===== src/common/mmu_settings.svh =====
`ifndef MMU_SETTINGS_SVH
`define MMU_SETTINGS_SVH

// tlb geometry
`define MMU_TLB_ENTRIES 16
`define MMU_TLB_IDX_W   4

// page size codes, log2 of the page offset
`define MMU_PS_4K 6'd12
`define MMU_PS_4M 6'd21

// wishbone word offsets
`define MMU_REG_EHI  4'd0
`define MMU_REG_ELO0 4'd1
`define MMU_REG_ELO1 4'd2
`define MMU_REG_IDX  4'd3
`define MMU_REG_ASID 4'd4
`define MMU_REG_DMW0 4'd5
`define MMU_REG_DMW1 4'd6
`define MMU_REG_CRMD 4'd7
`define MMU_REG_CMD  4'd8

`endif


===== src/common/mmu_pkg.sv =====
package mmu_pkg;

    // one half of an entry, even or odd page
    typedef struct packed {
        logic [19:0] ppn;
        logic [1:0]  plv;
        logic [1:0]  mat;
        logic        d;
        logic        v;
    } tlb_page_t;

    typedef struct packed {
        logic [18:0]     vppn;
        logic [5:0]      ps;
        logic            g;
        logic [9:0]      asid;
        logic            e;
        tlb_page_t [1:0] page;
    } tlb_entry_t;

    typedef enum logic [2:0] {
        TLB_OP_WR   = 3'd1,
        TLB_OP_FILL = 3'd2,
        TLB_OP_RD   = 3'd3,
        TLB_OP_INV  = 3'd4
    } tlb_op_e;

    typedef enum logic [2:0] {
        EXC_NONE = 3'd0,
        EXC_TLBR = 3'd1,
        EXC_PIx  = 3'd2,
        EXC_PME  = 3'd3,
        EXC_PPI  = 3'd4
    } mmu_excp_e;

    typedef struct packed {
        logic        valid;
        logic        is_store;
        logic [31:0] vaddr;
    } trans_req_t;

    typedef struct packed {
        logic        valid;
        logic [31:0] paddr;
        mmu_excp_e   excp;
    } trans_rsp_t;

    typedef struct packed {
        logic        found;
        logic [5:0]  ps;
        logic        v;
        logic        d;
        logic [1:0]  plv;
        logic [19:0] ppn;
    } tlb_match_t;

    typedef struct packed {
        logic        en;
        logic [2:0]  op;
        logic [9:0]  asid;
        logic [18:0] vppn;
    } tlb_inv_t;

    typedef struct packed {
        logic [9:0]  asid;
        logic [31:0] dmw0;
        logic [31:0] dmw1;
        logic        da;
        logic        pg;
        logic [1:0]  plv;
    } mmu_csr_t;

endpackage


===== src/tlb/tlb_entry_array.sv =====
`include "mmu_settings.svh"

module tlb_entry_array (
    input  logic                        clk,
    input  logic [18:0]                 s0_vppn_i,
    input  logic                        s0_odd_i,
    input  logic [18:0]                 s1_vppn_i,
    input  logic                        s1_odd_i,
    input  logic [9:0]                  asid_i,
    output mmu_pkg::tlb_match_t         s0_o,
    output mmu_pkg::tlb_match_t         s1_o,
    input  logic                        we_i,
    input  logic [`MMU_TLB_IDX_W-1:0]   w_index_i,
    input  mmu_pkg::tlb_entry_t         w_entry_i,
    input  logic [`MMU_TLB_IDX_W-1:0]   r_index_i,
    output mmu_pkg::tlb_entry_t         r_entry_o,
    input  mmu_pkg::tlb_inv_t           inv_i
);

    // no reset, software clears the array with invtlb op 0
    mmu_pkg::tlb_entry_t entries [`MMU_TLB_ENTRIES];

    logic [`MMU_TLB_ENTRIES-1:0] inv_sel;

    // 4m pages compare only the upper ten bits
    function automatic logic vppn_hit(input mmu_pkg::tlb_entry_t ent,
                                      input logic [18:0] vppn);
        if (ent.ps == `MMU_PS_4M) begin
            return ent.vppn[18:9] == vppn[18:9];
        end
        return ent.vppn == vppn;
    endfunction

    function automatic mmu_pkg::tlb_match_t lookup(input logic [18:0] vppn,
                                                   input logic odd,
                                                   input logic [9:0] asid);
        mmu_pkg::tlb_match_t res;
        mmu_pkg::tlb_page_t  pg;
        logic                pick;
        res = '0;
        // walk downwards so the lowest index is the one left standing
        for (int i = `MMU_TLB_ENTRIES - 1; i >= 0; i--) begin
            if (entries[i].e && (entries[i].g || entries[i].asid == asid) &&
                vppn_hit(entries[i], vppn)) begin
                // vaddr bit 21 sits at vppn bit 8
                pick = (entries[i].ps == `MMU_PS_4M) ? vppn[8] : odd;
                pg = entries[i].page[pick];
                res.found = 1'b1;
                res.ps = entries[i].ps;
                res.v = pg.v;
                res.d = pg.d;
                res.plv = pg.plv;
                res.ppn = pg.ppn;
            end
        end
        return res;
    endfunction

    always_comb begin
        s0_o = lookup(s0_vppn_i, s0_odd_i, asid_i);
        s1_o = lookup(s1_vppn_i, s1_odd_i, asid_i);
    end

    assign r_entry_o = entries[r_index_i];

    // invtlb selection per entry
    always_comb begin
        for (int i = 0; i < `MMU_TLB_ENTRIES; i++) begin
            case (inv_i.op)
                3'd0, 3'd1: inv_sel[i] = 1'b1;
                3'd2: inv_sel[i] = entries[i].g;
                3'd3: inv_sel[i] = !entries[i].g;
                3'd4: inv_sel[i] = !entries[i].g && entries[i].asid == inv_i.asid;
                3'd5: inv_sel[i] = !entries[i].g && entries[i].asid == inv_i.asid &&
                                   vppn_hit(entries[i], inv_i.vppn);
                3'd6: inv_sel[i] = (entries[i].g || entries[i].asid == inv_i.asid) &&
                                   vppn_hit(entries[i], inv_i.vppn);
                default: inv_sel[i] = 1'b0;
            endcase
        end
    end

    always_ff @(posedge clk) begin
        if (inv_i.en) begin
            for (int i = 0; i < `MMU_TLB_ENTRIES; i++) begin
                if (inv_sel[i]) begin
                    entries[i].e <= 1'b0;
                end
            end
        end
        if (we_i) begin
            entries[w_index_i] <= w_entry_i;
        end
    end

endmodule


===== src/tlb/tlb_mgmt.sv =====
`include "mmu_settings.svh"

module tlb_mgmt (
    input  logic                        clk,
    input  logic                        rst_i,
    input  logic                        wb_cyc_i,
    input  logic                        wb_stb_i,
    input  logic                        wb_we_i,
    input  logic [3:0]                  wb_adr_i,
    input  logic [31:0]                 wb_dat_i,
    output logic [31:0]                 wb_dat_o,
    output logic                        wb_ack_o,
    output logic                        tlb_we_o,
    output logic [`MMU_TLB_IDX_W-1:0]   tlb_w_index_o,
    output mmu_pkg::tlb_entry_t         tlb_w_entry_o,
    output logic [`MMU_TLB_IDX_W-1:0]   tlb_r_index_o,
    input  mmu_pkg::tlb_entry_t         tlb_r_entry_i,
    output mmu_pkg::tlb_inv_t           tlb_inv_o,
    output mmu_pkg::mmu_csr_t           csr_o
);

    logic [31:0] ehi_q, elo0_q, elo1_q, idx_q, asid_q, dmw0_q, dmw1_q, crmd_q;
    logic [3:0]  lfsr_q;
    logic        wr_stb;
    logic        cmd_go;
    logic        rd_go;
    mmu_pkg::tlb_op_e cmd_op;

    // elo layout: v[0] d[1] plv[3:2] mat[5:4] g[6] ppn[27:8]
    function automatic mmu_pkg::tlb_page_t elo_to_page(input logic [31:0] elo);
        return '{ppn: elo[27:8], plv: elo[3:2], mat: elo[5:4], d: elo[1], v: elo[0]};
    endfunction

    function automatic logic [31:0] page_to_elo(input mmu_pkg::tlb_page_t pg, input logic g);
        return {4'b0, pg.ppn, 1'b0, g, pg.mat, pg.plv, pg.d, pg.v};
    endfunction

    // writes and commands land in the ack cycle
    assign wr_stb = wb_cyc_i && wb_stb_i && wb_we_i && wb_ack_o;
    assign cmd_go = wr_stb && wb_adr_i == `MMU_REG_CMD;
    assign cmd_op = mmu_pkg::tlb_op_e'(wb_dat_i[2:0]);
    assign rd_go = cmd_go && cmd_op == mmu_pkg::TLB_OP_RD;

    always_ff @(posedge clk) begin
        if (rst_i) begin
            wb_ack_o <= 1'b0;
        end else begin
            wb_ack_o <= wb_cyc_i && wb_stb_i && !wb_ack_o;
        end
    end

    // x^4 + x^3 + 1, never sticks at zero
    always_ff @(posedge clk) begin
        if (rst_i) begin
            lfsr_q <= 4'b0001;
        end else begin
            lfsr_q <= {lfsr_q[2:0], lfsr_q[3] ^ lfsr_q[2]};
        end
    end

    always_comb begin
        case (wb_adr_i)
            `MMU_REG_EHI:  wb_dat_o = ehi_q;
            `MMU_REG_ELO0: wb_dat_o = elo0_q;
            `MMU_REG_ELO1: wb_dat_o = elo1_q;
            `MMU_REG_IDX:  wb_dat_o = idx_q;
            `MMU_REG_ASID: wb_dat_o = asid_q;
            `MMU_REG_DMW0: wb_dat_o = dmw0_q;
            `MMU_REG_DMW1: wb_dat_o = dmw1_q;
            `MMU_REG_CRMD: wb_dat_o = crmd_q;
            default:       wb_dat_o = '0;
        endcase
    end

    always_ff @(posedge clk) begin
        if (rst_i) begin
            ehi_q <= '0;
            elo0_q <= '0;
            elo1_q <= '0;
            idx_q <= '0;
            asid_q <= '0;
            dmw0_q <= '0;
            dmw1_q <= '0;
            crmd_q <= 32'h0000_0008;  // da set, direct mode
        end else if (rd_go) begin
            // index field is left alone
            idx_q[31] <= !tlb_r_entry_i.e;
            if (tlb_r_entry_i.e) begin
                ehi_q <= {tlb_r_entry_i.vppn, 13'b0};
                elo0_q <= page_to_elo(tlb_r_entry_i.page[0], tlb_r_entry_i.g);
                elo1_q <= page_to_elo(tlb_r_entry_i.page[1], tlb_r_entry_i.g);
                idx_q[29:24] <= tlb_r_entry_i.ps;
            end else begin
                ehi_q <= '0;
                elo0_q <= '0;
                elo1_q <= '0;
                idx_q[29:24] <= '0;
            end
        end else if (wr_stb) begin
            case (wb_adr_i)
                `MMU_REG_EHI:  ehi_q <= wb_dat_i;
                `MMU_REG_ELO0: elo0_q <= wb_dat_i;
                `MMU_REG_ELO1: elo1_q <= wb_dat_i;
                `MMU_REG_IDX:  idx_q <= wb_dat_i;
                `MMU_REG_ASID: asid_q <= wb_dat_i;
                `MMU_REG_DMW0: dmw0_q <= wb_dat_i;
                `MMU_REG_DMW1: dmw1_q <= wb_dat_i;
                `MMU_REG_CRMD: crmd_q <= wb_dat_i;
                default: ;
            endcase
        end
    end

    assign tlb_we_o = cmd_go && (cmd_op == mmu_pkg::TLB_OP_WR ||
                                 cmd_op == mmu_pkg::TLB_OP_FILL);
    assign tlb_w_index_o = (cmd_op == mmu_pkg::TLB_OP_FILL) ? lfsr_q
                                                             : idx_q[`MMU_TLB_IDX_W-1:0];
    assign tlb_r_index_o = idx_q[`MMU_TLB_IDX_W-1:0];

    assign tlb_w_entry_o.vppn = ehi_q[31:13];
    assign tlb_w_entry_o.ps = idx_q[29:24];
    assign tlb_w_entry_o.g = elo0_q[6] && elo1_q[6];
    assign tlb_w_entry_o.asid = asid_q[9:0];
    assign tlb_w_entry_o.e = !idx_q[31];
    assign tlb_w_entry_o.page[0] = elo_to_page(elo0_q);
    assign tlb_w_entry_o.page[1] = elo_to_page(elo1_q);

    assign tlb_inv_o.en = cmd_go && cmd_op == mmu_pkg::TLB_OP_INV;
    assign tlb_inv_o.op = wb_dat_i[7:5];
    assign tlb_inv_o.asid = asid_q[9:0];
    assign tlb_inv_o.vppn = ehi_q[31:13];

    // crmd: plv[1:0] da[3] pg[4]
    assign csr_o.asid = asid_q[9:0];
    assign csr_o.dmw0 = dmw0_q;
    assign csr_o.dmw1 = dmw1_q;
    assign csr_o.da = crmd_q[3];
    assign csr_o.pg = crmd_q[4];
    assign csr_o.plv = crmd_q[1:0];

endmodule


===== src/logic/addr_translate.sv =====
`include "mmu_settings.svh"

module addr_translate (
    input  logic                clk,
    input  logic                rst_i,
    input  mmu_pkg::mmu_csr_t   csr_i,
    input  mmu_pkg::trans_req_t fetch_req_i,
    input  mmu_pkg::trans_req_t data_req_i,
    output mmu_pkg::trans_rsp_t fetch_rsp_o,
    output mmu_pkg::trans_rsp_t data_rsp_o,
    output logic [18:0]         m0_vppn_o,
    output logic                m0_odd_o,
    output logic [18:0]         m1_vppn_o,
    output logic                m1_odd_o,
    input  mmu_pkg::tlb_match_t m0_i,
    input  mmu_pkg::tlb_match_t m1_i
);

    logic                fetch_valid_q, data_valid_q;
    mmu_pkg::trans_rsp_t fetch_next, data_next;
    logic [31:0]         fetch_paddr_q, data_paddr_q;
    mmu_pkg::mmu_excp_e  fetch_excp_q, data_excp_q;

    // dmw: plv0[0] plv3[3] pseg[27:25] vseg[31:29]
    function automatic logic dmw_hit(input logic [31:0] dmw, input logic [31:0] vaddr);
        logic plv_ok;
        plv_ok = (csr_i.plv == 2'd0 && dmw[0]) || (csr_i.plv == 2'd3 && dmw[3]);
        return plv_ok && vaddr[31:29] == dmw[31:29];
    endfunction

    function automatic mmu_pkg::trans_rsp_t resolve(input mmu_pkg::trans_req_t req,
                                                    input mmu_pkg::tlb_match_t m);
        mmu_pkg::trans_rsp_t rsp;
        rsp.valid = req.valid;
        rsp.paddr = req.vaddr;
        rsp.excp = mmu_pkg::EXC_NONE;
        if (csr_i.da || !csr_i.pg) begin
            rsp.paddr = req.vaddr;
        end else if (dmw_hit(csr_i.dmw0, req.vaddr)) begin
            rsp.paddr = {csr_i.dmw0[27:25], req.vaddr[28:0]};
        end else if (dmw_hit(csr_i.dmw1, req.vaddr)) begin
            rsp.paddr = {csr_i.dmw1[27:25], req.vaddr[28:0]};
        end else if (!m.found) begin
            // refill keeps the virtual address
            rsp.excp = mmu_pkg::EXC_TLBR;
        end else begin
            if (m.ps == `MMU_PS_4M) begin
                rsp.paddr = {m.ppn[19:9], req.vaddr[20:0]};
            end else begin
                rsp.paddr = {m.ppn, req.vaddr[11:0]};
            end
            if (!m.v) begin
                rsp.excp = mmu_pkg::EXC_PIx;
            end else if (csr_i.plv > m.plv) begin
                rsp.excp = mmu_pkg::EXC_PPI;
            end else if (req.is_store && !m.d) begin
                rsp.excp = mmu_pkg::EXC_PME;
            end
        end
        return rsp;
    endfunction

    assign m0_vppn_o = fetch_req_i.vaddr[31:13];
    assign m0_odd_o = fetch_req_i.vaddr[12];
    assign m1_vppn_o = data_req_i.vaddr[31:13];
    assign m1_odd_o = data_req_i.vaddr[12];

    assign fetch_next = resolve(fetch_req_i, m0_i);
    assign data_next = resolve(data_req_i, m1_i);

    always_ff @(posedge clk) begin
        if (rst_i) begin
            fetch_valid_q <= 1'b0;
            data_valid_q <= 1'b0;
        end else begin
            fetch_valid_q <= fetch_next.valid;
            data_valid_q <= data_next.valid;
        end
    end

    always_ff @(posedge clk) begin
        fetch_paddr_q <= fetch_next.paddr;
        fetch_excp_q <= fetch_next.excp;
        data_paddr_q <= data_next.paddr;
        data_excp_q <= data_next.excp;
    end

    assign fetch_rsp_o = '{valid: fetch_valid_q, paddr: fetch_paddr_q, excp: fetch_excp_q};
    assign data_rsp_o = '{valid: data_valid_q, paddr: data_paddr_q, excp: data_excp_q};

endmodule


===== src/logic/mmu_top.sv =====
`include "mmu_settings.svh"

module mmu_top (
    input  logic                clk,
    input  logic                rst_i,
    input  logic                wb_cyc_i,
    input  logic                wb_stb_i,
    input  logic                wb_we_i,
    input  logic [3:0]          wb_adr_i,
    input  logic [31:0]         wb_dat_i,
    output logic [31:0]         wb_dat_o,
    output logic                wb_ack_o,
    input  mmu_pkg::trans_req_t fetch_req_i,
    input  mmu_pkg::trans_req_t data_req_i,
    output mmu_pkg::trans_rsp_t fetch_rsp_o,
    output mmu_pkg::trans_rsp_t data_rsp_o
);

    logic                        tlb_we;
    logic [`MMU_TLB_IDX_W-1:0]   tlb_w_index;
    logic [`MMU_TLB_IDX_W-1:0]   tlb_r_index;
    mmu_pkg::tlb_entry_t         tlb_w_entry;
    mmu_pkg::tlb_entry_t         tlb_r_entry;
    mmu_pkg::tlb_inv_t           tlb_inv;
    mmu_pkg::mmu_csr_t           csr;
    logic [18:0]                 m0_vppn, m1_vppn;
    logic                        m0_odd, m1_odd;
    mmu_pkg::tlb_match_t         m0, m1;

    tlb_mgmt u_mgmt (
        .clk           (clk),
        .rst_i         (rst_i),
        .wb_cyc_i      (wb_cyc_i),
        .wb_stb_i      (wb_stb_i),
        .wb_we_i       (wb_we_i),
        .wb_adr_i      (wb_adr_i),
        .wb_dat_i      (wb_dat_i),
        .wb_dat_o      (wb_dat_o),
        .wb_ack_o      (wb_ack_o),
        .tlb_we_o      (tlb_we),
        .tlb_w_index_o (tlb_w_index),
        .tlb_w_entry_o (tlb_w_entry),
        .tlb_r_index_o (tlb_r_index),
        .tlb_r_entry_i (tlb_r_entry),
        .tlb_inv_o     (tlb_inv),
        .csr_o         (csr)
    );

    tlb_entry_array u_array (
        .clk       (clk),
        .s0_vppn_i (m0_vppn),
        .s0_odd_i  (m0_odd),
        .s1_vppn_i (m1_vppn),
        .s1_odd_i  (m1_odd),
        .asid_i    (csr.asid),
        .s0_o      (m0),
        .s1_o      (m1),
        .we_i      (tlb_we),
        .w_index_i (tlb_w_index),
        .w_entry_i (tlb_w_entry),
        .r_index_i (tlb_r_index),
        .r_entry_o (tlb_r_entry),
        .inv_i     (tlb_inv)
    );

    addr_translate u_xlate (
        .clk         (clk),
        .rst_i       (rst_i),
        .csr_i       (csr),
        .fetch_req_i (fetch_req_i),
        .data_req_i  (data_req_i),
        .fetch_rsp_o (fetch_rsp_o),
        .data_rsp_o  (data_rsp_o),
        .m0_vppn_o   (m0_vppn),
        .m0_odd_o    (m0_odd),
        .m1_vppn_o   (m1_vppn),
        .m1_odd_o    (m1_odd),
        .m0_i        (m0),
        .m1_i        (m1)
    );

endmodule


===== config.mk =====
export PLATFORM = sky130hd
export DESIGN_NAME = mmu_top
export DESIGN_NICKNAME = d
export VERILOG_FILES = /design/src/common/mmu_pkg.sv /design/src/tlb/tlb_entry_array.sv /design/src/tlb/tlb_mgmt.sv /design/src/logic/addr_translate.sv /design/src/logic/mmu_top.sv
export VERILOG_INCLUDE_DIRS = /design/src /design/src/common
export SDC_FILE = /design/constraint.sdc
export NUM_CORES = 2
export LEC_CHECK = 0
export ABC_AREA = 1
export BUFFER_PORTS_ARGS = -buffer_cell sky130_fd_sc_hd__buf_2
export CAP_MARGIN = 20
export CELL_PAD_IN_SITES_DETAIL_PLACEMENT = 2
export CELL_PAD_IN_SITES_GLOBAL_PLACEMENT = 2
export CORE_UTILIZATION = 39
export CTS_CLUSTER_DIAMETER = 40
export DETAILED_ROUTE_END_ITERATION = 10
export HOLD_SLACK_MARGIN = 0.06
export PLACE_DENSITY_LB_ADDON = 0.2
export SLEW_MARGIN = 20
export SYNTH_ARGS = -nofsm -noshare
export SYNTH_HDL_FRONTEND = slang
export SYNTH_SLANG_ARGS = --single-unit

===== constraint.sdc =====
create_clock -name clk -period 7.6 [get_ports clk]
set_clock_uncertainty 0.05 [all_clocks]
set_input_delay 1.52 -clock clk [delete_from_list [all_inputs] [get_ports clk]]
set_output_delay 1.52 -clock clk [all_outputs]
set_load 0.01 [all_outputs]

=== After elaboration in Yosys (flattened, before gate mapping) ===
Memory sizes are Yosys's and may differ from the RTL's. A register that Yosys moved wholly into a read port is not among the register bits.
Cells that the tools add are included.

* Register bits after elaboration: 333
* RAM bits: 1,424
* Input port bits: 109
* Output and inout port bits: 105
* Memories kept: 1

{| class="wikitable"
|+ Memory list
! memory !! depth !! width !! rd ports !! clocked after Yosys merged registers in !! wr ports !! line !! text
|-
| u_array.entries || 16 || 89 || 17 || 1 || 16 || tlb_entry_array.sv:21 || <nowiki>mmu_pkg::tlb_entry_t entries [`MMU_TLB_ENTRIES];</nowiki>
|}

* Magnitude comparators: 34
* Equal/unequal tests: 153
* Muxes and demuxes: 428
* Bitwise operators: 6
* Reduce and logical (&&, ||, !) cells: 182

{| class="wikitable"
|+ Operator list
! cell !! number
|-
| 26-bit 2-to-1 mux || 64
|-
| 31-bit 2-to-1 mux || 32
|-
| 19-bit == test || 48
|-
| 10-bit == test || 64
|-
| 32-bit 2-to-1 mux || 20
|-
| 1-bit 2-to-1 mux || 277
|-
| 32-bit case mux with 8 select lines || 1
|-
| 1-bit logical AND || 115
|-
| 6-bit by 5-bit == test with 1-bit output (second input constant) || 18
|-
| 1-bit case mux with 6 select lines || 16
|-
| 89-bit 2-to-1 mux || 1
|-
| 89-bit OR reduction || 1
|-
| 1-bit by 2-bit < comparator with 1-bit output (second input constant) || 32
|-
| 28-bit 2-to-1 mux || 2
|-
| 21-bit 2-to-1 mux || 2
|-
| 1-bit logical NOT || 22
|-
| 1-bit logical OR || 20
|-
| 4-bit by 3-bit == test with 1-bit output (second input constant) || 4
|-
| 4-bit 2-to-1 mux || 4
|-
| 3-bit AND reduction || 5
|-
| 3-bit by 2-bit == test with 1-bit output (second input constant) || 4
|-
| 3-bit == test || 4
|-
| 3-bit == test (second input constant) || 4
|-
| 6-bit 2-to-1 mux || 2
|-
| other kinds (19) || 41
|}

=== Longest topological paths before layout ===
An unclocked memory read counts as a cell.

* Depth in word-level cells: 27
* Mapped depth: 38

=== By module ===
A second synthesis with hierarchy kept.

* Cell total of the unflattened synthesis: 13,776
* Area total of the unflattened synthesis: 108,151.2 um^2

{| class="wikitable"
|+ Modules (own cells, without submodules)
! module !! instances !! cells each !! area each (um^2) !! sequential area each (um^2)
|-
| tlb_entry_array || 1 || 11,077 || 90,395.4 || 42,761.0
|-
| tlb_mgmt || 1 || 2,286 || 14,538.9 || 5,225.0
|-
| addr_translate || 1 || 413 || 3,216.8 || 1,441.4
|}

=== Worst setup path after synthesis ===
Ideal clock, no wire load.

* Path type: input to register
* From: input port wb_dat_i[1]
* To: memory u_array.entries[0][52] in the netlist's numbering, enable pin
* Setup time: 0.307 ns
* Arrival: 6.661 ns
* Data required time: 7.243 ns
* Slack: 0.582 ns
* Stages: 9
* Buffers on the path: 1
* Cell sequence: clkbuf_1 > nand3b_1 > o21ai_0 > inv_1 > nor2_1 > inv_1 > nor2_1 > inv_1 > nand2_1

{| class="wikitable"
|+ RTL lines
! element !! line !! text
|-
| from (decl) || mmu_top.sv:10 || <nowiki>input logic [31:0] wb_dat_i,</nowiki>
|-
| to (decl) || tlb_entry_array.sv:21 ||
|}

==> flow_summary_export.csv <==
group,metric,value,unit
floorplan,start_util,0.3928,
grt,grt_max_degree,166,
floorplan,coreArea,254400,µm²
synthesis,yosys.area.top_type,"edfxtp_1",
place,dp_slack,697.1,ps
synthesis,synth_area_leaders,"edfxtp_1 (43%), nand2_1 (10%), o21ai_0 (7.9%)",
grt,antenna_found_initial,57,
synthesis,synth.distinct_cells,70,
clock_network,cts_buffers,369,
place,port_buffers,213,
worst_setup_path,crit_required,8260,ps
place,hpwlAfterDp,423400,µm
grt,overflow,0,
synthesis,avgSynthCellArea,8.279,µm²
grt,grt_util_all_layers,0.4659,
routing,drcViolationCount,0,
timing,tns,0,ps
run,maxCapViolCount,0,
clock_network,clk_pin_slew_worst_paths,60,ps
worst_setup_path,start_kind,"flip-flop",
place,dpl_cell_area,106000,µm²
worst_setup_path,endpoint_kind,"flip-flop",
worst_setup_path,crit_path_max_incr_delay,770,ps
worst_setup_path,cp_slowest_cell,"o21ai_1",
synthesis,syn_inst,12070,
floorplan,dieWidth,508.2,µm
synthesis,ys.warnings.count,0,
routing,drt_iter0_drc,12400,
clock_network,cts-root-buf,"clkbuf_16",
clock_network,cts_tree,"yes",
synthesis,synth_top_area_frac,0.4279,
synthesis,synth-seq-cells,1761,
finish,nets,12390,
routing,dr.pass1.iters,6,
finish,syn_to_final_growth,18.93,%
pwr,p_leak,0.04703,µW
clock_network,htree_levels,5,
timing,worst_slew_margin_rel,0.1123,
finish,drive_gt1_frac,0.1161,
timing,worst_hold_slack,397.1,ps
synthesis,synthFlopType,"edfxtp_1",
finish,final_util,0.4672,
worst_setup_path,worst-path-buf-inv,4,
routing,via_count,105700,
clock_network,clock_sink_count,1761,
finish,fill_cells,27480,
worst_setup_path,crit_family,"simple AND/OR/NAND/NOR gates",
finish,final_common_cell,"nand2_1",
synthesis,synth_edf_count,1424,
synthesis,yosysSeqAreaShare,0.4954,
synthesis,syn_area,99920,µm²
timing,worst_pin_slew,1330,ps
pwr,p_per_area,238.9,nW/µm²
floorplan,ios,214,
timing,slew_viol_final,0,
timing,fmax,147.4,MHz
routing,route.detailed.wl_per_inst,38.67,µm
worst_setup_path,cp_max_fo,29,
worst_setup_path,arrival,7450,ps
synthesis,async_flop_share,0,
timing,fin_crit_sh,0.8929,
routing,wl,618300,µm
worst_setup_path,path_class,"flip-flop to flip-flop",
worst_setup_path,r2r_slack,810,ps
timing,grt_setup_unrepaired,"false",
timing,finalHoldViolations,0,
floorplan,die_area,258200,µm²
floorplan,rows,185,
worst_setup_path,critPathMostFrequentCell,"nand2_1",
clock_network,cts_resized,0,
place,gp_congestion,1.022,
timing,fin_ws,813.7,ps
pwr,vdd_ir_drop_max,0.0002811,V
clock_network,cts_buffer_depth,4,
floorplan,die_h,508.2,µm
clock_network,cts_hold_buf,0,
run_status,status,"completed",
worst_hold_path,hp-class,"flip-flop to flip-flop",
synthesis,synth_nets,12180,
timing,setup_viol,0,
routing,antenna_left,0,
clock_network,clock_latency,930,ps
routing,routed_via_density,6.613,
clock_network,post_cts_buffers,0,
finish,final_cell_mix,"nand2_1 (2680), o21ai_0 (1564), edfxtp_1 (1424)",
timing,min_period,6786,ps
finish,finish.instance_area,118800,µm²
grt,first_global_vias,111000,
grt,grt_pass1_wl,855500,µm
[area by class of cell]
cell class	instances	area, µm²	share of cell area
flip-flops and latches	1761	49540	0.4169
well taps	3366	4212	0.03544
diodes	34	85.08	0.0007159
inverters	1040	3929	0.03306
clock buffers	428	9717	0.08176
clock inverters	253	2945	0.02478
repair buffers	676	5060	0.04258
multi-input cells	8430	43350	0.3648
[final timing paths]
| check | endpoint | cells after the start | startpoint |
|---|---|---|---|
| max | u_xlate.data_paddr_q[21] | 25 | u_mgmt.asid_q[4] |
| min | u_mgmt.lfsr_q[2] | 2 | u_mgmt.lfsr_q[1] |
| max reg2reg | u_xlate.data_paddr_q[21] | 25 | u_mgmt.asid_q[4] |
| min reg2reg | u_mgmt.lfsr_q[2] | 2 | u_mgmt.lfsr_q[1] |
[metal layers]
layer	up-vias	wire, µm	share of wire	track usage
met2	6507	275700	0.45	0.7230
met3	2318	57800	0.093	0.1180
met1	54310	223600	0.36	0.5367
met4	38	60950	0.099	0.4039
li1	42560	-	-	-
met5	-	271	0.00044	0
[flip-flops by register name, indices dropped and copies added (netlist names), 3 cells and up, named ones only]
| register | count |
|---|---|
| u_xlate.fetch_paddr_q | 32 |
| u_mgmt.elo0_q | 32 |
| u_mgmt.asid_q | 32 |
| u_mgmt.idx_q | 32 |
| u_array.entries | 1424 |
| u_mgmt.elo1_q | 32 |
| u_mgmt.ehi_q | 32 |
| u_xlate.fetch_excp_q | 3 |
| u_xlate.data_excp_q | 3 |
| u_mgmt.dmw1_q | 32 |
| u_mgmt.lfsr_q | 4 |
| u_mgmt.dmw0_q | 32 |
| u_mgmt.crmd_q | 32 |
| u_xlate.data_paddr_q | 32 |
[cell families (layout without fill, tap and decap cells)]
group | Yosys count | in the layout | synth area share
buf+inv | 1879 | 2397 | 0.07604
fa+ha+maj | 4 | 4 | 0.0005009
simple gates | 4083 | 4083 | 0.1674
other cells | 0 | 34 | 0
compound gates | 3761 | 3761 | 0.2095
flops | 1761 | 1761 | 0.4954
xor+xnor | 582 | 582 | 0.05101
[metrics by stage]
stage / power [µW] / cells
after CTS: 28330 / 15950
after detailed placement: 11560 / 15270
after global placement: 11530 / 15270
after floorplan: 11010 / 12070
final: 28390 / 15990
after global routing: 28810 / 15970
[Yosys cell counts (6+ instances only)]
cell type and count:
o41ai_1 13, a41oi_1 8, xnor2_1 189, nor2_4 6, inv_2 23, nand3_1 494
clkbuf_1 543, a2111oi_0 21, nand4_1 84, o22ai_1 195, a31oi_1 125, xor2_1 393
o311ai_0 9, a221oi_1 104, a22o_1 7, o21ai_1 37, o21ai_0 1578, o221ai_1 35
buf_1 77, nor4_1 85, o31ai_1 7, nand2_1 2684, clkinv_1 33, dfxtp_1 337
nor3_1 74, or2_2 13, buf_2 138, nor2_1 599, a21oi_1 1266, buf_6 18
o211ai_1 287, o2111ai_1 16, a211oi_1 17, edfxtp_1 1424, buf_4 62, inv_1 982
[power breakdown]
group | internal (µW) | total, µW | switching, µW | leakage (µW)
combinational | 252 | 1110 | 854 | 0.0227
clock | 10800 | 16900 | 6120 | 0.00610
sequential | 10300 | 10300 | 22.9 | 0.0182
total | 21400 | 28400 | 6990 | 0.0470
[tightest hold or removal path, cell delays in order, from the launching register on]
cell	delay [ps]
dfxtp_1	310
inv_1	50
nor2_1	40
Power figures use the tool's default switching activity.
